`src/trace_pkg.sv`:
```
////////////////////
// trace unit shared definitions
// widths, depths and vector types for the pipeline tracer
////////////////////

package trace_pkg;

    // pipeline shape
    // fetch, decode, execute, memory, write-back
    localparam int NUM_STAGES   = 5;
    // last stage retires the instruction
    localparam int WB_STAGE     = NUM_STAGES - 1;
    // leading stages that a flush kills (fetch and decode)
    localparam int FLUSH_STAGES = 2;

    // field widths
    localparam int ID_W    = 8;
    localparam int TAG_W   = 8;
    localparam int STAMP_W = 16;

    // record memory
    // one entry per id, addressed by the low id bits
    localparam int TRACE_DEPTH = 16;
    localparam int IDX_W       = 4;

    // instruction id, wraps at 8 bits
    typedef logic [ID_W-1:0]    id_t;
    // per-stage event code
    typedef logic [TAG_W-1:0]   tag_t;
    // free-running cycle count
    typedef logic [STAMP_W-1:0] stamp_t;
    // record entry index
    typedef logic [IDX_W-1:0]   idx_t;

endpackage

```
`src/trace_issuer.sv`:
```
////////////////////
// trace issuer
// gives ids to fetched instructions and counts cycles
////////////////////

`timescale 1ns/1ps

module trace_issuer import trace_pkg::*; (
    input  logic   clk,
    input  logic   rst,
    input  logic   fetch_valid,
    input  logic   stall,
    output logic   issue_valid,
    output id_t    issue_id,
    output stamp_t cycle
);

    // id given to the next fetch
    id_t next_id;

    // issue register
    // the offer stays put while a stall keeps the fetch slot from taking it
    always_ff @(posedge clk) begin
        if (rst) begin
            issue_valid <= 1'b0;
            next_id     <= '0;
        end else if (!stall) begin
            issue_valid <= fetch_valid;
            if (fetch_valid) begin
                next_id <= next_id + 1'b1;
            end
        end
    end

    // id payload follows the valid bit
    always_ff @(posedge clk) begin
        if (!stall) begin
            issue_id <= next_id;
        end
    end

    // cycle stamp
    // zero in the first cycle out of reset
    always_ff @(posedge clk) begin
        if (rst) begin
            cycle <= '0;
        end else begin
            cycle <= cycle + 1'b1;
        end
    end

    ////////////////////
    // checks
    ////////////////////

    // an issue is taken by the fetch slot when not stalled
    logic issue_take;
    logic take_seen;
    id_t  last_take_id;

    assign issue_take = issue_valid && !stall;

    always_ff @(posedge clk) begin
        if (rst) begin
            take_seen <= 1'b0;
        end else if (issue_take) begin
            take_seen    <= 1'b1;
        end
        if (issue_take) begin
            last_take_id <= issue_id;
        end
    end

    // successive taken ids step by exactly one
    a_issue_step : assert property (@(posedge clk) disable iff (rst)
        (issue_take && take_seen) |-> (issue_id == id_t'(last_take_id + 1'b1)));

endmodule

```
`src/stage_slot.sv`:
```
////////////////////
// stage slot
// tracks one stage's id, flags first arrival for the record write
////////////////////

`timescale 1ns/1ps

module stage_slot import trace_pkg::*; (
    input  logic   clk,
    input  logic   rst,
    input  logic   hold,
    input  logic   kill,
    input  logic   in_valid,
    input  id_t    in_id,
    input  tag_t   tag,
    input  stamp_t stamp,
    output logic   pass_valid,
    output id_t    pass_id,
    output logic   wr_en,
    output id_t    wr_id,
    output tag_t   wr_tag,
    output stamp_t wr_stamp
);

    logic valid;
    // set only in the first cycle an item sits here
    logic fresh;
    id_t  id;

    // control state
    // kill beats hold, hold beats load
    always_ff @(posedge clk) begin
        if (rst) begin
            valid <= 1'b0;
            fresh <= 1'b0;
        end else if (kill) begin
            valid <= 1'b0;
            fresh <= 1'b0;
        end else if (hold) begin
            // same item stays, it was already recorded
            fresh <= 1'b0;
        end else begin
            valid <= in_valid;
            fresh <= in_valid;
        end
    end

    // id payload
    always_ff @(posedge clk) begin
        if (!hold) begin
            id <= in_id;
        end
    end

    // downstream sees nothing while held or killed
    // a bubble goes down in that case
    assign pass_valid = valid && !hold && !kill;
    assign pass_id    = id;

    // record write, tag and stamp are live this cycle
    assign wr_en    = valid && fresh;
    assign wr_id    = id;
    assign wr_tag   = tag;
    assign wr_stamp = stamp;

    ////////////////////
    // checks
    ////////////////////

    // a held slot keeps both its item and its occupancy
    a_hold_keeps : assert property (@(posedge clk) disable iff (rst)
        (hold && !kill) |=> ($stable(id) && $stable(valid) && !fresh));

endmodule

```
`src/trace_collector.sv`:
```
////////////////////
// trace collector
// per-id stage records, completion record out on write-back
////////////////////

`timescale 1ns/1ps

module trace_collector import trace_pkg::*; (
    input  logic                     clk,
    input  logic                     rst,
    input  logic   [NUM_STAGES-1:0]  wr_en,
    input  id_t    [NUM_STAGES-1:0]  wr_id,
    input  tag_t   [NUM_STAGES-1:0]  wr_tag,
    input  stamp_t [NUM_STAGES-1:0]  wr_stamp,
    output logic                     rec_valid,
    output id_t                      rec_id,
    output tag_t   [NUM_STAGES-1:0]  rec_tag,
    output stamp_t [NUM_STAGES-1:0]  rec_stamp
);

    // one column per stage up to memory
    // write-back values are taken live
    tag_t   tag_mem   [WB_STAGE][TRACE_DEPTH];
    stamp_t stamp_mem [WB_STAGE][TRACE_DEPTH];

    // entry holds an instruction that has not retired
    logic [TRACE_DEPTH-1:0] open_q;

    // entry index of each stage's write
    idx_t [NUM_STAGES-1:0] wr_idx;

    always_comb begin
        for (int k = 0; k < NUM_STAGES; k++) begin
            wr_idx[k] = wr_id[k][IDX_W-1:0];
        end
    end

    ////////////////////
    // record storage
    ////////////////////

    always_ff @(posedge clk) begin
        for (int k = 0; k < WB_STAGE; k++) begin
            if (wr_en[k]) begin
                tag_mem[k][wr_idx[k]]   <= wr_tag[k];
                stamp_mem[k][wr_idx[k]] <= wr_stamp[k];
            end
        end
    end

    // open bits
    // retire clears first so a fetch to the same entry wins
    always_ff @(posedge clk) begin
        if (rst) begin
            open_q <= '0;
        end else begin
            if (wr_en[WB_STAGE]) begin
                open_q[wr_idx[WB_STAGE]] <= 1'b0;
            end
            if (wr_en[0]) begin
                open_q[wr_idx[0]] <= 1'b1;
            end
        end
    end

    ////////////////////
    // completion record
    ////////////////////

    always_ff @(posedge clk) begin
        if (rst) begin
            rec_valid <= 1'b0;
        end else begin
            rec_valid <= wr_en[WB_STAGE];
        end
    end

    // stored columns plus the live write-back pair
    always_ff @(posedge clk) begin
        if (wr_en[WB_STAGE]) begin
            rec_id <= wr_id[WB_STAGE];
            for (int k = 0; k < WB_STAGE; k++) begin
                rec_tag[k]   <= tag_mem[k][wr_idx[WB_STAGE]];
                rec_stamp[k] <= stamp_mem[k][wr_idx[WB_STAGE]];
            end
            rec_tag[WB_STAGE]   <= wr_tag[WB_STAGE];
            rec_stamp[WB_STAGE] <= wr_stamp[WB_STAGE];
        end
    end

    ////////////////////
    // checks
    ////////////////////

    logic ret_seen;
    id_t  last_ret_id;
    id_t  ret_step;

    always_ff @(posedge clk) begin
        if (rst) begin
            ret_seen <= 1'b0;
        end else if (wr_en[WB_STAGE]) begin
            ret_seen <= 1'b1;
        end
        if (wr_en[WB_STAGE]) begin
            last_ret_id <= wr_id[WB_STAGE];
        end
    end

    // forward distance from the last retired id, modulo wrap
    assign ret_step = wr_id[WB_STAGE] - last_ret_id;

    // retire only what was fetched and not yet retired
    a_wb_open : assert property (@(posedge clk) disable iff (rst)
        wr_en[WB_STAGE] |-> open_q[wr_idx[WB_STAGE]]);

    // in-order retire, flushed ids may leave gaps
    a_ret_order : assert property (@(posedge clk) disable iff (rst)
        (wr_en[WB_STAGE] && ret_seen) |-> (ret_step != '0 && !ret_step[ID_W-1]));

endmodule

```
`src/pipeline_trace.sv`:
```
////////////////////
// pipeline trace top
// issuer, chained stage slots and record collector
////////////////////

`timescale 1ns/1ps

module pipeline_trace import trace_pkg::*; (
    input  logic                    clk,
    input  logic                    rst,
    input  logic                    fetch_valid,
    input  logic                    stall,
    input  logic                    flush,
    input  tag_t   [NUM_STAGES-1:0] stage_tag,
    output logic                    rec_valid,
    output id_t                     rec_id,
    output tag_t   [NUM_STAGES-1:0] rec_tag,
    output stamp_t [NUM_STAGES-1:0] rec_stamp
);

    // slot inputs, entry 0 comes from the issuer
    logic   [NUM_STAGES-1:0] slot_in_valid;
    id_t    [NUM_STAGES-1:0] slot_in_id;
    stamp_t                  cycle;

    // slot write ports into the collector
    logic   [NUM_STAGES-1:0] wr_en;
    id_t    [NUM_STAGES-1:0] wr_id;
    tag_t   [NUM_STAGES-1:0] wr_tag;
    stamp_t [NUM_STAGES-1:0] wr_stamp;

    trace_issuer u_issuer (
        .clk         (clk),
        .rst         (rst),
        .fetch_valid (fetch_valid),
        .stall       (stall),
        .issue_valid (slot_in_valid[0]),
        .issue_id    (slot_in_id[0]),
        .cycle       (cycle)
    );

    ////////////////////
    // stage chain
    ////////////////////

    // fetch and decode see stall and flush, later stages never stop
    for (genvar k = 0; k < NUM_STAGES; k++) begin : g_slot
        if (k < NUM_STAGES - 1) begin : g_mid
            stage_slot u_slot (
                .clk        (clk),
                .rst        (rst),
                .hold       ((k < FLUSH_STAGES) ? stall : 1'b0),
                .kill       ((k < FLUSH_STAGES) ? flush : 1'b0),
                .in_valid   (slot_in_valid[k]),
                .in_id      (slot_in_id[k]),
                .tag        (stage_tag[k]),
                .stamp      (cycle),
                .pass_valid (slot_in_valid[k+1]),
                .pass_id    (slot_in_id[k+1]),
                .wr_en      (wr_en[k]),
                .wr_id      (wr_id[k]),
                .wr_tag     (wr_tag[k]),
                .wr_stamp   (wr_stamp[k])
            );
        end else begin : g_last
            // write-back only reports to the collector
            stage_slot u_slot (
                .clk        (clk),
                .rst        (rst),
                .hold       (1'b0),
                .kill       (1'b0),
                .in_valid   (slot_in_valid[k]),
                .in_id      (slot_in_id[k]),
                .tag        (stage_tag[k]),
                .stamp      (cycle),
                .pass_valid (),
                .pass_id    (),
                .wr_en      (wr_en[k]),
                .wr_id      (wr_id[k]),
                .wr_tag     (wr_tag[k]),
                .wr_stamp   (wr_stamp[k])
            );
        end
    end

    trace_collector u_collector (
        .clk       (clk),
        .rst       (rst),
        .wr_en     (wr_en),
        .wr_id     (wr_id),
        .wr_tag    (wr_tag),
        .wr_stamp  (wr_stamp),
        .rec_valid (rec_valid),
        .rec_id    (rec_id),
        .rec_tag   (rec_tag),
        .rec_stamp (rec_stamp)
    );

endmodule

```
`config.mk`:
```
export PLATFORM = sky130hd
export DESIGN_NAME = pipeline_trace
export DESIGN_NICKNAME = d
export VERILOG_FILES = /design/src/trace_pkg.sv /design/src/trace_issuer.sv /design/src/stage_slot.sv /design/src/trace_collector.sv /design/src/pipeline_trace.sv
export SDC_FILE = /design/constraint.sdc
export NUM_CORES = 1
export LEC_CHECK = 0
export BUFFER_PORTS_ARGS = -buffer_cell sky130_fd_sc_hd__buf_2
export CAP_MARGIN = 10
export CORE_ASPECT_RATIO = 1.25
export CORE_MARGIN = 8
export CORE_UTILIZATION = 45
export CTS_BUF_LIST = sky130_fd_sc_hd__clkbuf_8 sky130_fd_sc_hd__clkbuf_16
export CTS_CLUSTER_DIAMETER = 150
export DETAILED_ROUTE_END_ITERATION = 10
export GPL_TIMING_DRIVEN = 0
export PLACE_DENSITY = 0.67
export SLEW_MARGIN = 20
export SYNTH_ARGS = -nofsm -noshare
export SYNTH_HDL_FRONTEND = slang
export SYNTH_SLANG_ARGS = --single-unit
```
`constraint.sdc`:
```
create_clock -name clk -period 4.9 [get_ports clk]
set_input_delay 1.225 -clock clk [delete_from_list [all_inputs] [get_ports clk]]
set_output_delay 1.225 -clock clk [all_outputs]
set_load 0.02 [all_outputs]
```
==> impl_metrics.py <==
metrics = {
    "synth": {
        "syn-instance-count": 2751,
        "netlist.area_leader.share_pct": 79.1,
        "syn_area_per_cell_um2": 23.3,
        "yosysTopAreaCell": "edfxtp_1",
        "ys_warn_count": 0,
        "synth-edff-count": 1688,
        "ys_seq_area_share_pct": 80.9,
        "synthDistinctLibCells": 31,
        "synth_area_um2": 64100,
        "ys_seq_elements": 1745,
        "synthFlopType": "edfxtp_1",
        "syn_nets": 2798,
        "synth.area.top_cells": "edfxtp_1, mux4_2, a22oi_1, dfxtp_1, nand2_1",
        "async_reset_ff_share_pct": 0,
    },
    "clocking": {
        "cts_buffer_depth": 3,
        "postCtsSetupBuffers": 0,
        "post_cts_resized": 0,
        "clkLatencyLatePin_ns": 0.82,
        "cts_tree": "built",
        "cts.sinks": 1745,
        "h-tree-depth": 4,
        "cts_hold_buf": 0,
        "numCtsBuffers": 167,
        "clk_pin_slew_ns": 0.06,
        "root_buffer": "clkbuf_16",
    },
    "floorplanning": {
        "num_io_pins": 174,
        "die_h_um": 438,
        "std_cell_rows": 155,
        "die_x_um": 354,
        "die_area_um2": 155000,
        "coreArea_um2": 142000,
        "start_util_pct": 45.1,
    },
    "critical_path": {
        "path_buf_inv": 3,
        "slowest_stage": "clkbuf_1",
        "end_kind": "flop",
        "startpoint": "g_slot[4].g_last.u_slot.pass_id[3]",
        "crit_chain": "and2_1 -> clkbuf_1 -> clkbuf_1 -> clkbuf_1 -> a22oi_1 -> nand2_1",
        "r2r_start": "g_slot[4].g_last.u_slot.pass_id[3]",
        "worstPathRequired_ns": 5.53,
        "cp_max_fo": 10,
        "cp_top_family": "buffers and inverters",
        "cpPeakStageDelay_ns": 0.82,
        "worstSetupStartpointType": "flop",
        "worst-endpoint-arrival_ns": 3.87,
        "path_class": "flop to flop",
        "cpMostUsedCell": "clkbuf_1",
    },
    "placed_design": {
        "globalplace.congestion": 0.742,
        "dpl.hpwl_mm": 97.6,
        "port_buffers": 172,
    },
    "final_layout": {
        "fin_util_pct": 52.7,
        "syn_to_final_growth_pct": 17.0,
        "fill_cells": 10671,
        "finalNetCount": 3253,
        "mostFrequentLayoutCells": "edfxtp_1, mux4_2, a22oi_1",
        "drive_above_1_share_pct": 31.2,
        "final_common_cell": "edfxtp_1",
    },
    "hold_path": {
        "min_from": "g_slot[2].g_mid.u_slot.pass_id[4]",
        "hold_class": "flop to flop",
    },
    "timing": {
        "slew_headroom_pct": 28.3,
        "setup_viol_count_final": 0,
        "final_max_slew_viol_count": 0,
        "rsz0062_at_grt": "false",
        "period_needed_ns": 3.24,
        "fmax_mhz": 309,
        "fin_crit_sh_pct": 66.1,
        "final_hold_viol_count": 0,
        "fin_skew_ns": 0.0231,
        "worstMarginPinSlew_ns": 1.08,
    },
    "pwr": {
        "total_power_mw": 29.5,
        "p_leak_nw": 24.1,
        "power_density_nw_per_um2": 394,
        "ir_drop_v": 0.000339,
    },
    "routing": {
        "wl_per_cell_um": 28.9,
        "drt_iter0_drc": 3210,
        "drtPass1Iterations": 7,
        "drc": 0,
        "dr_total_vias": 30298,
        "totalWireLength_mm": 151,
        "vias_per_cell": 5.78,
        "antenna_left": 0,
    },
    "outcome": {
        "status": "finished, final reports clean",
    },
    "global_route": {
        "antenna_found_initial": 12,
        "first_global_vias": 31515,
        "grt_pass1_wl_mm": 218,
        "grt-ovfl-total": 0,
        "gr-usage-all-layers_pct": 19.3,
        "grt_max_degree": 71,
    },
    "job": {
        "cap_violations": 0,
    },
}
## registers in the layout, indices dropped and copies added (netlist names), 2 cells and up
| register | cells |
|---|---|
| u_collector.rec_id | 8 |
| g_slot.g_mid.u_slot.pass_id | 32 |
| u_collector.rec_stamp | 80 |
| g_slot.g_mid.u_slot.fresh | 4 |
| u_issuer.next_id | 8 |
| u_issuer.cycle | 16 |
| u_collector.tag_mem | 512 |
| u_collector.rec_tag | 40 |
| g_slot.g_last.u_slot.pass_id | 8 |
| u_issuer.issue_id | 8 |
| g_slot.g_mid.u_slot.valid | 2 |
| u_collector.stamp_mem | 1024 |
## path summary, 6_finish.rpt
| kind | to | slack (ns) | cells after the start |
|---|---|---|---|
| setup / recovery | u_collector.rec_tag[5] | 1.66 | 6 |
| hold / removal | g_slot[3].g_mid.u_slot.pass_id[4] | 0.33 | 0 |
| setup reg to reg | u_collector.rec_tag[5] | 1.66 | 6 |
| hold reg to reg | g_slot[3].g_mid.u_slot.pass_id[4] | 0.33 | 0 |
## layer usage
layer	global-route usage (%)	vias to the layer above	wire length, um
met4	6.65	2	5110
met3	4.72	283	12300
met5	0	-	13
met2	32.8	1392	76200
li1	-	12602	-
met1	24.4	16019	57800
## final cells by class
class / instances / area [um2] / area share, %
clock inverters: 136 / 871 / 1.16
plain buffers: 133 / 744 / 0.993
well taps: 1884 / 2360 / 3.14
flip-flops and latches: 1745 / 51900 / 69.2
clock buffers: 176 / 4300 / 5.74
inverters: 3 / 11.3 / 0.0150
multi-input cells: 870 / 11900 / 15.9
repair buffers: 286 / 2820 / 3.77
diodes: 7 / 17.5 / 0.0234
## synthesized netlist by cell type, drive strengths merged, types with 5 or more instances
cell type     n
nand3b        5
xnor2        14
nor2b         8
nor2         75
nand2b        8
mux4        384
clkbuf       53
nor3         25
edfxtp     1688
a22oi       192
dfxtp        57
buf          80
nand3         9
nand2       113
## through the flow
stage | instances | hold WS, ns | worst slack [ns] | TNS [ns] | cell area, um2
6_report | 5240 | 0.325 | 1.66 | 0 | 75000
5_1_grt | 5235 | 0.331 | 1.55 | 0 | 74900
4_1_cts | 5233 | 0.328 | 1.67 | 0 | 74900
3_5_place_dp | 4921 | 0.313 | 1.67 | 0 | 69800
3_3_place_gp | 4807 | 0.311 | -1.15 | -172.92 | 67300
2_1_floorplan | 2751 | 0.310 | 1.32 | 0 | 64100
## power breakdown
group / switching, mW / leakage [nW] / total [mW] / internal [mW]
registers: 0.0708 / 15.9 / 16.3 / 16.3
logic: 0.621 / 5.45 / 1.06 / 0.437
clock network: 5.55 / 2.69 / 12.1 / 6.60
## cell families after synthesis
kind of cell,share of synthesized area [%]
adders and majority gates,0.0390
DFF,80.9
muxes,13.6
xor gates and xnor gates,0.246
buffers and inverters,1.18
AOI/OAI and AO/OA,2.29
and+or+nand+nor,1.81
Note: power is estimated with default switching activity, not from simulation.
